$ cat config.mk
export PLATFORM = sky130hd
export DESIGN_NAME = cpu_datapath
export DESIGN_NICKNAME = d
export VERILOG_FILES = /design/src/rv32i_types.sv /design/src/pipe_types.sv /design/src/fetch_stage.sv /design/src/decode_stage.sv /design/src/execute_stage.sv /design/src/hazard_detection.sv /design/src/cpu_datapath.sv
export SDC_FILE = /design/constraint.sdc
export NUM_CORES = 2
export LEC_CHECK = 0
export ABC_AREA = 1
export ABC_CLOCK_PERIOD_IN_PS = 30700
export BUFFER_PORTS_ARGS = -buffer_cell sky130_fd_sc_hd__buf_2
export CAP_MARGIN = 20
export CORE_MARGIN = 2
export CORE_UTILIZATION = 35
export CTS_BUF_LIST = sky130_fd_sc_hd__clkbuf_16
export CTS_CLUSTER_SIZE = 10
export DETAILED_ROUTE_END_ITERATION = 8
export SLEW_MARGIN = 30
export SYNTH_ARGS = -nofsm -noshare
export SYNTH_HDL_FRONTEND = slang
export SYNTH_HIERARCHICAL = 1
export SYNTH_SLANG_ARGS = --single-unit
$ cat constraint.sdc
create_clock -name clk -period 30.7 [get_ports clk]
set_input_delay 3.07 -clock clk [delete_from_list [all_inputs] [get_ports clk]]
set_output_delay 3.07 -clock clk [all_outputs]
set_load 0.02 [all_outputs]
$ cat src/rv32i_types.sv
package rv32i_types;

	// basic data and address word
	typedef logic [31:0] rv32i_word;
	// register file index
	typedef logic [4:0] rv32i_reg;

	// major opcodes of the supported subset
	typedef enum logic [6:0] {
		op_lui   = 7'b0110111,
		op_imm   = 7'b0010011,
		op_reg   = 7'b0110011,
		op_load  = 7'b0000011,
		op_store = 7'b0100011,
		op_br    = 7'b1100011,
		op_jal   = 7'b1101111
	} rv32i_opcode;

	typedef enum logic [2:0] {
		alu_add,
		alu_sub,
		alu_and,
		alu_or,
		alu_xor,
		alu_slt,
		alu_pass_b
	} alu_ops;

	// writeback source
	typedef enum logic [1:0] {
		wb_alu,
		wb_mem,
		wb_pc_plus4
	} wb_sel_t;

	// decoded instruction, carried down the pipe
	typedef struct packed {
		rv32i_opcode opcode;
		alu_ops      alu_op;
		logic        alu_src_imm;
		wb_sel_t     wb_sel;
		logic        reg_write;
		logic        mem_read;
		logic        mem_write;
		logic        branch;
		logic        branch_ne;
		logic        jump;
		rv32i_reg    rs1;
		rv32i_reg    rs2;
		rv32i_reg    rd;
		rv32i_word   imm;
	} rv32i_control_word;

	// addi x0, x0, 0 equivalent, nothing gets written
	localparam rv32i_control_word nop_ctrl = '{
		opcode:      op_imm,
		alu_op:      alu_add,
		alu_src_imm: 1'b0,
		wb_sel:      wb_alu,
		reg_write:   1'b0,
		mem_read:    1'b0,
		mem_write:   1'b0,
		branch:      1'b0,
		branch_ne:   1'b0,
		jump:        1'b0,
		rs1:         5'd0,
		rs2:         5'd0,
		rd:          5'd0,
		imm:         32'd0
	};

	localparam rv32i_word reset_pc = 32'h0000_0000;
	// sequential instruction step
	localparam rv32i_word pc_step = 32'd4;
	// full-word accesses only
	localparam logic [3:0] mbe_word = 4'b1111;

endpackage

$ cat src/pipe_types.sv
package pipe_types;

	import rv32i_types::*;

	// fetch to decode
	typedef struct packed {
		logic      valid;
		rv32i_word pc;
		rv32i_word inst;
	} if_id_t;

	// decode to execute, register values as read in decode
	typedef struct packed {
		logic              valid;
		rv32i_word         pc;
		rv32i_control_word ctrl;
		rv32i_word         rs1_data;
		rv32i_word         rs2_data;
	} id_ex_t;

	// execute to memory, branch outcome resolved here
	typedef struct packed {
		logic              valid;
		rv32i_word         pc;
		rv32i_control_word ctrl;
		rv32i_word         alu_out;
		rv32i_word         rs2_data;
		logic              br_take;
		rv32i_word         target;
	} ex_mem_t;

	// memory to writeback
	typedef struct packed {
		logic              valid;
		rv32i_word         pc;
		rv32i_control_word ctrl;
		rv32i_word         alu_out;
		rv32i_word         mem_rdata;
	} mem_wb_t;

	// operand source in execute
	typedef enum logic [1:0] {
		fwd_none,
		fwd_from_mem,
		fwd_from_wb
	} fwd_sel_t;

endpackage

$ cat src/fetch_stage.sv
`timescale 1ns/1ps

module fetch_stage
	import rv32i_types::*;
	import pipe_types::*;
(
	input  logic      clk,
	input  logic      rst_n,
	input  logic      stall,
	input  logic      redirect,
	input  rv32i_word redirect_pc,
	input  logic      inst_resp,
	input  rv32i_word inst_rdata,
	output logic      inst_read,
	output rv32i_word inst_addr,
	output if_id_t    if_out
);

	// pc is the address of the instruction being fetched or buffered
	rv32i_word pc;
	logic      running;
	// response that came in while the pipe was held
	logic      buf_valid;
	rv32i_word buf_inst;
	logic      resp_ok;
	logic      have_inst;
	rv32i_word next_inst;

	// no new request while an instruction waits in the buffer
	assign inst_read = running && !buf_valid;
	assign inst_addr = pc;
	assign resp_ok   = inst_read && inst_resp;
	assign have_inst = resp_ok || buf_valid;
	assign next_inst = buf_valid ? buf_inst : inst_rdata;

	always_ff @(posedge clk) begin
		if (!rst_n) begin
			running      <= 1'b0;
			buf_valid    <= 1'b0;
			pc           <= reset_pc;
			if_out.valid <= 1'b0;
		end else begin
			running <= 1'b1;
			if (redirect) begin
				// wrong-path response of this cycle is dropped
				pc           <= redirect_pc;
				buf_valid    <= 1'b0;
				if_out.valid <= 1'b0;
			end else if (!stall) begin
				if_out.valid <= have_inst;
				if (have_inst) begin
					pc          <= pc + pc_step;
					buf_valid   <= 1'b0;
					if_out.pc   <= pc;
					if_out.inst <= next_inst;
				end
			end else if (resp_ok) begin
				// pipe frozen, park the word until it can move
				buf_valid <= 1'b1;
			end
		end
	end

	always_ff @(posedge clk) begin
		if (resp_ok) begin
			buf_inst <= inst_rdata;
		end
	end

endmodule

$ cat src/decode_stage.sv
`timescale 1ns/1ps

module decode_stage
	import rv32i_types::*;
	import pipe_types::*;
(
	input  logic      clk,
	input  logic      rst_n,
	input  if_id_t    if_in,
	input  logic      wb_write,
	input  rv32i_reg  wb_rd,
	input  rv32i_word wb_data,
	output id_ex_t    id_out
);

	rv32i_word         regs [32];
	rv32i_word         inst;
	logic [2:0]        funct3;
	logic [6:0]        funct7;
	rv32i_word         imm_i;
	rv32i_word         imm_s;
	rv32i_word         imm_b;
	rv32i_word         imm_u;
	rv32i_word         imm_j;
	alu_ops            arith_op;
	logic              arith_ok;
	rv32i_control_word base;
	rv32i_control_word ctrl;
	rv32i_word         rs1_data;
	rv32i_word         rs2_data;

	assign inst   = if_in.inst;
	assign funct3 = inst[14:12];
	assign funct7 = inst[31:25];

	// immediates, all sign extended from bit 31
	assign imm_i = {{20{inst[31]}}, inst[31:20]};
	assign imm_s = {{20{inst[31]}}, inst[31:25], inst[11:7]};
	assign imm_b = {{19{inst[31]}}, inst[31], inst[7], inst[30:25], inst[11:8], 1'b0};
	assign imm_u = {inst[31:12], 12'b0};
	assign imm_j = {{11{inst[31]}}, inst[31], inst[19:12], inst[20], inst[30:21], 1'b0};

	// funct3 to alu op, shared by op_imm and op_reg
	always_comb begin
		arith_ok = 1'b1;
		case (funct3)
			3'b000: arith_op = alu_add;
			3'b010: arith_op = alu_slt;
			3'b100: arith_op = alu_xor;
			3'b110: arith_op = alu_or;
			3'b111: arith_op = alu_and;
			default: begin
				arith_op = alu_add;
				arith_ok = 1'b0;
			end
		endcase
	end

	always_comb begin
		base     = nop_ctrl;
		base.rs1 = inst[19:15];
		base.rs2 = inst[24:20];
		base.rd  = inst[11:7];
		// anything not matched stays a nop
		ctrl = nop_ctrl;
		case (inst[6:0])
			op_lui: begin
				ctrl             = base;
				ctrl.opcode      = op_lui;
				ctrl.alu_op      = alu_pass_b;
				ctrl.alu_src_imm = 1'b1;
				ctrl.reg_write   = 1'b1;
				ctrl.imm         = imm_u;
			end
			op_imm: begin
				if (arith_ok) begin
					ctrl             = base;
					ctrl.alu_op      = arith_op;
					ctrl.alu_src_imm = 1'b1;
					ctrl.reg_write   = 1'b1;
					ctrl.imm         = imm_i;
				end
			end
			op_reg: begin
				// only sub may carry funct7 bit 5
				if (arith_ok && (funct7 == 7'b0000000 ||
						(funct7 == 7'b0100000 && funct3 == 3'b000))) begin
					ctrl           = base;
					ctrl.opcode    = op_reg;
					ctrl.alu_op    = funct7[5] ? alu_sub : arith_op;
					ctrl.reg_write = 1'b1;
				end
			end
			op_load: begin
				if (funct3 == 3'b010) begin
					ctrl             = base;
					ctrl.opcode      = op_load;
					ctrl.alu_src_imm = 1'b1;
					ctrl.wb_sel      = wb_mem;
					ctrl.reg_write   = 1'b1;
					ctrl.mem_read    = 1'b1;
					ctrl.imm         = imm_i;
				end
			end
			op_store: begin
				if (funct3 == 3'b010) begin
					ctrl             = base;
					ctrl.opcode      = op_store;
					ctrl.alu_src_imm = 1'b1;
					ctrl.mem_write   = 1'b1;
					ctrl.imm         = imm_s;
				end
			end
			op_br: begin
				// beq and bne only
				if (funct3[2:1] == 2'b00) begin
					ctrl           = base;
					ctrl.opcode    = op_br;
					ctrl.branch    = 1'b1;
					ctrl.branch_ne = funct3[0];
					ctrl.imm       = imm_b;
				end
			end
			op_jal: begin
				ctrl           = base;
				ctrl.opcode    = op_jal;
				ctrl.wb_sel    = wb_pc_plus4;
				ctrl.reg_write = 1'b1;
				ctrl.jump      = 1'b1;
				ctrl.imm       = imm_j;
			end
			default: ctrl = nop_ctrl;
		endcase
	end

	// x0 stays zero, writes to it are ignored
	always_ff @(posedge clk) begin
		if (!rst_n) begin
			for (int i = 0; i < 32; i++) begin
				regs[i] <= '0;
			end
		end else if (wb_write && wb_rd != '0) begin
			regs[wb_rd] <= wb_data;
		end
	end

	// write-through so decode sees this cycle's writeback
	assign rs1_data = (ctrl.rs1 == '0) ? '0 :
		(wb_write && wb_rd == ctrl.rs1) ? wb_data : regs[ctrl.rs1];
	assign rs2_data = (ctrl.rs2 == '0) ? '0 :
		(wb_write && wb_rd == ctrl.rs2) ? wb_data : regs[ctrl.rs2];

	always_comb begin
		id_out.valid    = if_in.valid;
		id_out.pc       = if_in.pc;
		id_out.ctrl     = ctrl;
		id_out.rs1_data = rs1_data;
		id_out.rs2_data = rs2_data;
	end

endmodule

$ cat src/execute_stage.sv
`timescale 1ns/1ps

module execute_stage
	import rv32i_types::*;
	import pipe_types::*;
(
	input  id_ex_t    ex_in,
	input  fwd_sel_t  fwd_a,
	input  fwd_sel_t  fwd_b,
	input  rv32i_word mem_fwd_data,
	input  rv32i_word wb_fwd_data,
	output ex_mem_t   ex_out
);

	rv32i_word op_a;
	rv32i_word op_b_reg;
	rv32i_word op_b;
	rv32i_word alu_out;
	logic      equal;
	logic      cond;

	// pick the youngest copy of a source register
	function automatic rv32i_word pick(fwd_sel_t sel, rv32i_word own,
			rv32i_word from_mem, rv32i_word from_wb);
		case (sel)
			fwd_from_mem: return from_mem;
			fwd_from_wb:  return from_wb;
			default:      return own;
		endcase
	endfunction

	assign op_a     = pick(fwd_a, ex_in.rs1_data, mem_fwd_data, wb_fwd_data);
	assign op_b_reg = pick(fwd_b, ex_in.rs2_data, mem_fwd_data, wb_fwd_data);
	// second operand is the immediate for lui, op_imm, loads and stores
	assign op_b     = ex_in.ctrl.alu_src_imm ? ex_in.ctrl.imm : op_b_reg;

	always_comb begin
		case (ex_in.ctrl.alu_op)
			alu_add:    alu_out = op_a + op_b;
			alu_sub:    alu_out = op_a - op_b;
			alu_and:    alu_out = op_a & op_b;
			alu_or:     alu_out = op_a | op_b;
			alu_xor:    alu_out = op_a ^ op_b;
			alu_slt:    alu_out = {31'b0, $signed(op_a) < $signed(op_b)};
			alu_pass_b: alu_out = op_b;
			default:    alu_out = op_a + op_b;
		endcase
	end

	// branch compare always on register operands
	assign equal = (op_a == op_b_reg);
	assign cond  = ex_in.ctrl.branch_ne ? !equal : equal;

	always_comb begin
		ex_out.valid    = ex_in.valid;
		ex_out.pc       = ex_in.pc;
		ex_out.ctrl     = ex_in.ctrl;
		ex_out.alu_out  = alu_out;
		// store data after forwarding
		ex_out.rs2_data = op_b_reg;
		ex_out.br_take  = ex_in.valid && ((ex_in.ctrl.branch && cond) || ex_in.ctrl.jump);
		ex_out.target   = ex_in.pc + ex_in.ctrl.imm;
	end

endmodule

$ cat src/hazard_detection.sv
`timescale 1ns/1ps

module hazard_detection
	import rv32i_types::*;
	import pipe_types::*;
(
	input  id_ex_t   id_ex,
	input  ex_mem_t  ex_mem,
	input  mem_wb_t  mem_wb,
	input  rv32i_reg if_inst_rs1,
	input  rv32i_reg if_inst_rs2,
	output fwd_sel_t fwd_a,
	output fwd_sel_t fwd_b,
	output logic     load_use
);

	logic mem_writes;
	logic wb_writes;

	// stages that will write a real register
	assign mem_writes = ex_mem.valid && ex_mem.ctrl.reg_write && (ex_mem.ctrl.rd != '0);
	assign wb_writes  = mem_wb.valid && mem_wb.ctrl.reg_write && (mem_wb.ctrl.rd != '0);

	// memory stage wins, it holds the younger result
	function automatic fwd_sel_t select(rv32i_reg src, logic mem_en, rv32i_reg mem_rd,
			logic wb_en, rv32i_reg wb_rd);
		if (mem_en && mem_rd == src) return fwd_from_mem;
		if (wb_en && wb_rd == src) return fwd_from_wb;
		return fwd_none;
	endfunction

	assign fwd_a = select(id_ex.ctrl.rs1, mem_writes, ex_mem.ctrl.rd, wb_writes, mem_wb.ctrl.rd);
	assign fwd_b = select(id_ex.ctrl.rs2, mem_writes, ex_mem.ctrl.rd, wb_writes, mem_wb.ctrl.rd);

	// load in execute, consumer right behind it in decode
	assign load_use = id_ex.valid && id_ex.ctrl.mem_read && (id_ex.ctrl.rd != '0) &&
		(id_ex.ctrl.rd == if_inst_rs1 || id_ex.ctrl.rd == if_inst_rs2);

endmodule

$ cat src/cpu_datapath.sv
`timescale 1ns/1ps

module cpu_datapath
	import rv32i_types::*;
	import pipe_types::*;
(
	input  logic       clk,
	input  logic       rst_n,
	// instruction port
	input  logic       inst_resp,
	input  rv32i_word  inst_rdata,
	output logic       inst_read,
	output rv32i_word  inst_addr,
	// data port
	input  logic       data_resp,
	input  rv32i_word  data_rdata,
	output logic       data_read,
	output logic       data_write,
	output logic [3:0] data_mbe,
	output rv32i_word  data_addr,
	output rv32i_word  data_wdata
);

	if_id_t    if_id;
	id_ex_t    id_next;
	id_ex_t    id_ex;
	ex_mem_t   ex_next;
	ex_mem_t   ex_mem;
	mem_wb_t   mem_wb;
	fwd_sel_t  fwd_a;
	fwd_sel_t  fwd_b;
	logic      load_use;
	logic      stall;
	logic      flush;
	logic      fetch_hold;
	// memory access of ex_mem already answered and waiting for the pipe
	logic      data_done;
	rv32i_word rdata_hold;
	logic      mem_access;
	rv32i_word mem_rdata_now;
	rv32i_word mem_fwd_data;
	rv32i_word wb_data;
	logic      wb_write;

	// outstanding requests freeze the whole pipe
	assign mem_access = ex_mem.valid && (ex_mem.ctrl.mem_read || ex_mem.ctrl.mem_write) &&
		!data_done;
	assign stall      = (inst_read && !inst_resp) || (mem_access && !data_resp);
	// branch and jal resolve in the memory stage
	assign flush      = ex_mem.valid && ex_mem.br_take && !stall;
	// load-use bubble also holds pc and if_id
	assign fetch_hold = stall || load_use;

	fetch_stage u_fetch (
		.clk         (clk),
		.rst_n       (rst_n),
		.stall       (fetch_hold),
		.redirect    (flush),
		.redirect_pc (ex_mem.target),
		.inst_resp   (inst_resp),
		.inst_rdata  (inst_rdata),
		.inst_read   (inst_read),
		.inst_addr   (inst_addr),
		.if_out      (if_id)
	);

	decode_stage u_decode (
		.clk      (clk),
		.rst_n    (rst_n),
		.if_in    (if_id),
		.wb_write (wb_write),
		.wb_rd    (mem_wb.ctrl.rd),
		.wb_data  (wb_data),
		.id_out   (id_next)
	);

	execute_stage u_execute (
		.ex_in        (id_ex),
		.fwd_a        (fwd_a),
		.fwd_b        (fwd_b),
		.mem_fwd_data (mem_fwd_data),
		.wb_fwd_data  (wb_data),
		.ex_out       (ex_next)
	);

	hazard_detection u_hazard (
		.id_ex       (id_ex),
		.ex_mem      (ex_mem),
		.mem_wb      (mem_wb),
		.if_inst_rs1 (if_id.inst[19:15]),
		.if_inst_rs2 (if_id.inst[24:20]),
		.fwd_a       (fwd_a),
		.fwd_b       (fwd_b),
		.load_use    (load_use)
	);

	always_ff @(posedge clk) begin
		if (!rst_n) begin
			id_ex.valid <= 1'b0;
		end else if (!stall) begin
			id_ex       <= id_next;
			// flushed or bubbled entry
			id_ex.valid <= id_next.valid && !flush && !load_use;
		end
	end

	always_ff @(posedge clk) begin
		if (!rst_n) begin
			ex_mem.valid <= 1'b0;
		end else if (!stall) begin
			ex_mem       <= ex_next;
			ex_mem.valid <= ex_next.valid && !flush;
		end
	end

	// data port driven straight from ex_mem
	assign data_read  = mem_access && ex_mem.ctrl.mem_read;
	assign data_write = mem_access && ex_mem.ctrl.mem_write;
	assign data_mbe   = mbe_word;
	assign data_addr  = ex_mem.alu_out;
	assign data_wdata = ex_mem.rs2_data;

	// answer arrived while the fetch side still holds the pipe
	always_ff @(posedge clk) begin
		if (!rst_n) begin
			data_done <= 1'b0;
		end else if (!stall) begin
			data_done <= 1'b0;
		end else if (mem_access && data_resp) begin
			data_done <= 1'b1;
		end
	end

	always_ff @(posedge clk) begin
		if (mem_access && data_resp) begin
			rdata_hold <= data_rdata;
		end
	end

	assign mem_rdata_now = data_done ? rdata_hold : data_rdata;

	always_ff @(posedge clk) begin
		if (!rst_n) begin
			mem_wb.valid <= 1'b0;
		end else if (!stall) begin
			mem_wb.valid     <= ex_mem.valid;
			mem_wb.pc        <= ex_mem.pc;
			mem_wb.ctrl      <= ex_mem.ctrl;
			mem_wb.alu_out   <= ex_mem.alu_out;
			mem_wb.mem_rdata <= mem_rdata_now;
		end
	end

	// alu result of the memory-stage instruction
	// loads and jal never feed execute from here
	// their consumers are bubbled or flushed
	assign mem_fwd_data = ex_mem.alu_out;

	always_comb begin
		case (mem_wb.ctrl.wb_sel)
			wb_mem:      wb_data = mem_wb.mem_rdata;
			wb_pc_plus4: wb_data = mem_wb.pc + pc_step;
			default:     wb_data = mem_wb.alu_out;
		endcase
	end

	assign wb_write = mem_wb.valid && mem_wb.ctrl.reg_write;

endmodule

==> results by group <==
Outcome
  • Outcome: completed

Timing
  • Relative max-transition margin: 0.221
  • F_max: 142 MHz
  • # setup viols final: 0
  • Final Hold Violating Endpoints: 0
  • Final worst slack: 23,670 ps
  • Max Clock Skew: 42.2 ps
  • Max-slew violation count: 0
  • Final TNS setup: 0 ps
  • Hold slack final: 412 ps
  • Min Clock Period, post-route: 7030 ps
  • Slew @ Worst Pin: 1160 ps
  • Final period util: 0.229
  • RSZ-0062 raised after global routing: false

CTS
  • Clk buf depth: 3
  • Max H-tree Level: 4
  • Post-CTS Setup Bufs: 0
  • Clock sinks: 1,589
  • Gates resized, CTS repair: 0
  • Hold-fix buffers at CTS: 0
  • CTS tree: yes
  • Clock transition at path regs: 50 ps
  • CTS Buf Count: 188
  • Worst-Skew Late Latency: 870 ps
  • CTS root buffer: clkbuf_16

Detailed routing
  • Vias: 81,844
  • Vias/cell: 5.70
  • Routed wire length: 363,000 um
  • DRT antenna net count: 0
  • Wire per inst: 25.2 um
  • DR iter-0 viols: 12,952
  • Residual DRC: 0
  • DRT Pass-1 Iters: 7

Power and ir drop
  • Leakage: 40.1 nW
  • Part of the power in the clock network: 0.398
  • Sw Pwr: 1.37 mW
  • Switching part of the total: 0.270
  • Sequential power share: 0.498
  • Comb pwr share: 0.103
  • Pwr dens: 51.2 nW/um^2
  • Worst vdd ir: 0.0000618 V
  • Cell-internal power: 3.71 mW

Yosys
  • Avg Inst Size Synth: 8.23 um^2
  • Synthesized area: 91,800 um^2
  • Ys Warns: 6
  • Gate Count Post-Synth: 11,150

Floorplan
  • Initial Util: 0.353
  • Die ar.: 266,000 um^2
  • Core box area: 260,000 um^2
  • # rows: 187
  • I/O Pins: 171
  • Die Ht: 516 um
  • Die Wd: 516 um

Worst setup path
  • Reg2Reg Setup Slack: 23,670 ps
  • Arr. time, crit path: 7760 ps
  • Startpoint types: register
  • Worst Path Max Fanout: 73
  • CP startpoint: u_fetch/if_out[6]$_DFFE_PP_
  • CP endpoint kind: register
  • Critical Path RT: 31,430 ps
  • R2R Path Start: u_fetch/if_out[6]$_DFFE_PP_
  • Setup CP Type: reg -> reg

Final layout
  • Layout area overhead: 8.35%
  • Layout filler cell count: 26,474
  • Nets: 10,982
  • Layout cells sized above 1: 0.0817
  • Fin util: 0.382
  • Final std cells w/o fill: 14,370

Placement
  • Placed Cells incl. Taps: 14,080
  • Hpwl dp: 226,000 um
  • Buffers on Ports: 166
  • Gp weighted congestion: 0.989
  • Pre-CTS setup slack: 22,740 ps

Global route
  • Overall Global Routing Usage: 0.264
  • Grt ovf: 0
  • Largest net degree at the start of global routing: 176
  • Initial antenna violation count: 24
  • First-pass GRT wire length: 517,000 um
  • Vias in the first global route: 74,388

Worst hold path
  • Worst min-delay path category: reg -> reg
  • HP Start: ex_mem[185]$_DFFE_PP_

Job
  • # Max-Cap Violations: 0
==> area by class of cell <==
cell class | instances | area, um^2 | area share
Clock buffer | 192 | 4800 | 0.0483
Antenna cell | 8 | 20.0 | 0.000201
Timing Repair Buffer | 354 | 2360 | 0.0237
Tap cell | 3496 | 4370 | 0.0440
Inverter | 640 | 2440 | 0.0246
Clock inverter | 88 | 519 | 0.00522
Sequential cell | 1589 | 47300 | 0.476
Multi-Input combinational cell | 8003 | 37600 | 0.378
==> flip-flops by register name (all words and copies together) (netlist names), 65 cells and up <==
name	flops
u_decode/regs	1024
u_fetch/if_out	65
ex_mem	76
id_ex	156
mem_wb	105
==> power by group through the flow <==
| stage | Clock (mW) | Sequential [mW] | Combinational, mW |
|---|---|---|---|
| floorplan | 0 | 2.56 | 0.317 |
| global placement | 0 | 2.58 | 0.504 |
| detailed placement | 0 | 2.58 | 0.505 |
| CTS | 2.05 | 2.53 | 0.508 |
| global route | 2.13 | 2.54 | 0.556 |
| finish | 2.03 | 2.54 | 0.526 |
==> cell usage in the layout (no fill, tap or decap), types with 54 or more instances in the layout <==
cell type and n:
nor2_1 1529, buf_4 176, clkbuf_16 192, nand3_1 2472
buf_2 166, nand2_1 2707, o21ai_0 170, inv_2 62
edfxtp_1 1550, a21oi_1 295, nand2_2 69, inv_1 614
xor2_1 54, ha_1 135
==> final timing paths <==
| path | end | cells after the start |
|---|---|---|
| max | id_ex[63]$_DFFE_PP_ | 20 |
| min | mem_wb[152]$_DFFE_PP_ | 0 |
| max reg2reg | id_ex[63]$_DFFE_PP_ | 20 |
| min reg2reg | mem_wb[152]$_DFFE_PP_ | 0 |
==> routing by layer <==
layer	GRT usage	wire length (um)
met4	0.144	21600
met2	0.374	149000
met3	0.0760	49000
met1	0.360	143000
met5	0.00523	345
==> through the flow <==
stage                     instance area (um^2)  total power [mW]
after global placement                   93900              3.08
after detailed placement                 94000              3.08
after global routing                     99400              5.23
after floorplan                          91900              2.88
after CTS                                99300              5.09
final                                    99400              5.09
==> worst max-delay path, cell delays in order (launching register included) <==
cell and delay (ps):
edfxtp_1 410, inv_2 70, nand3_1 110, inv_1 50, nand2_1 390, nand2_1 100
nor2_1 370, nand2_8 250, nand2_8 400, buf_4 780, buf_4 910, buf_4 880
buf_4 670, nand2_1 120, nand3_1 100, nand3_1 100, nand3_1 250, nand3_1 250
nand3_1 250, nand2_1 70, inv_1 50
(Power assumes the default switching activity.)
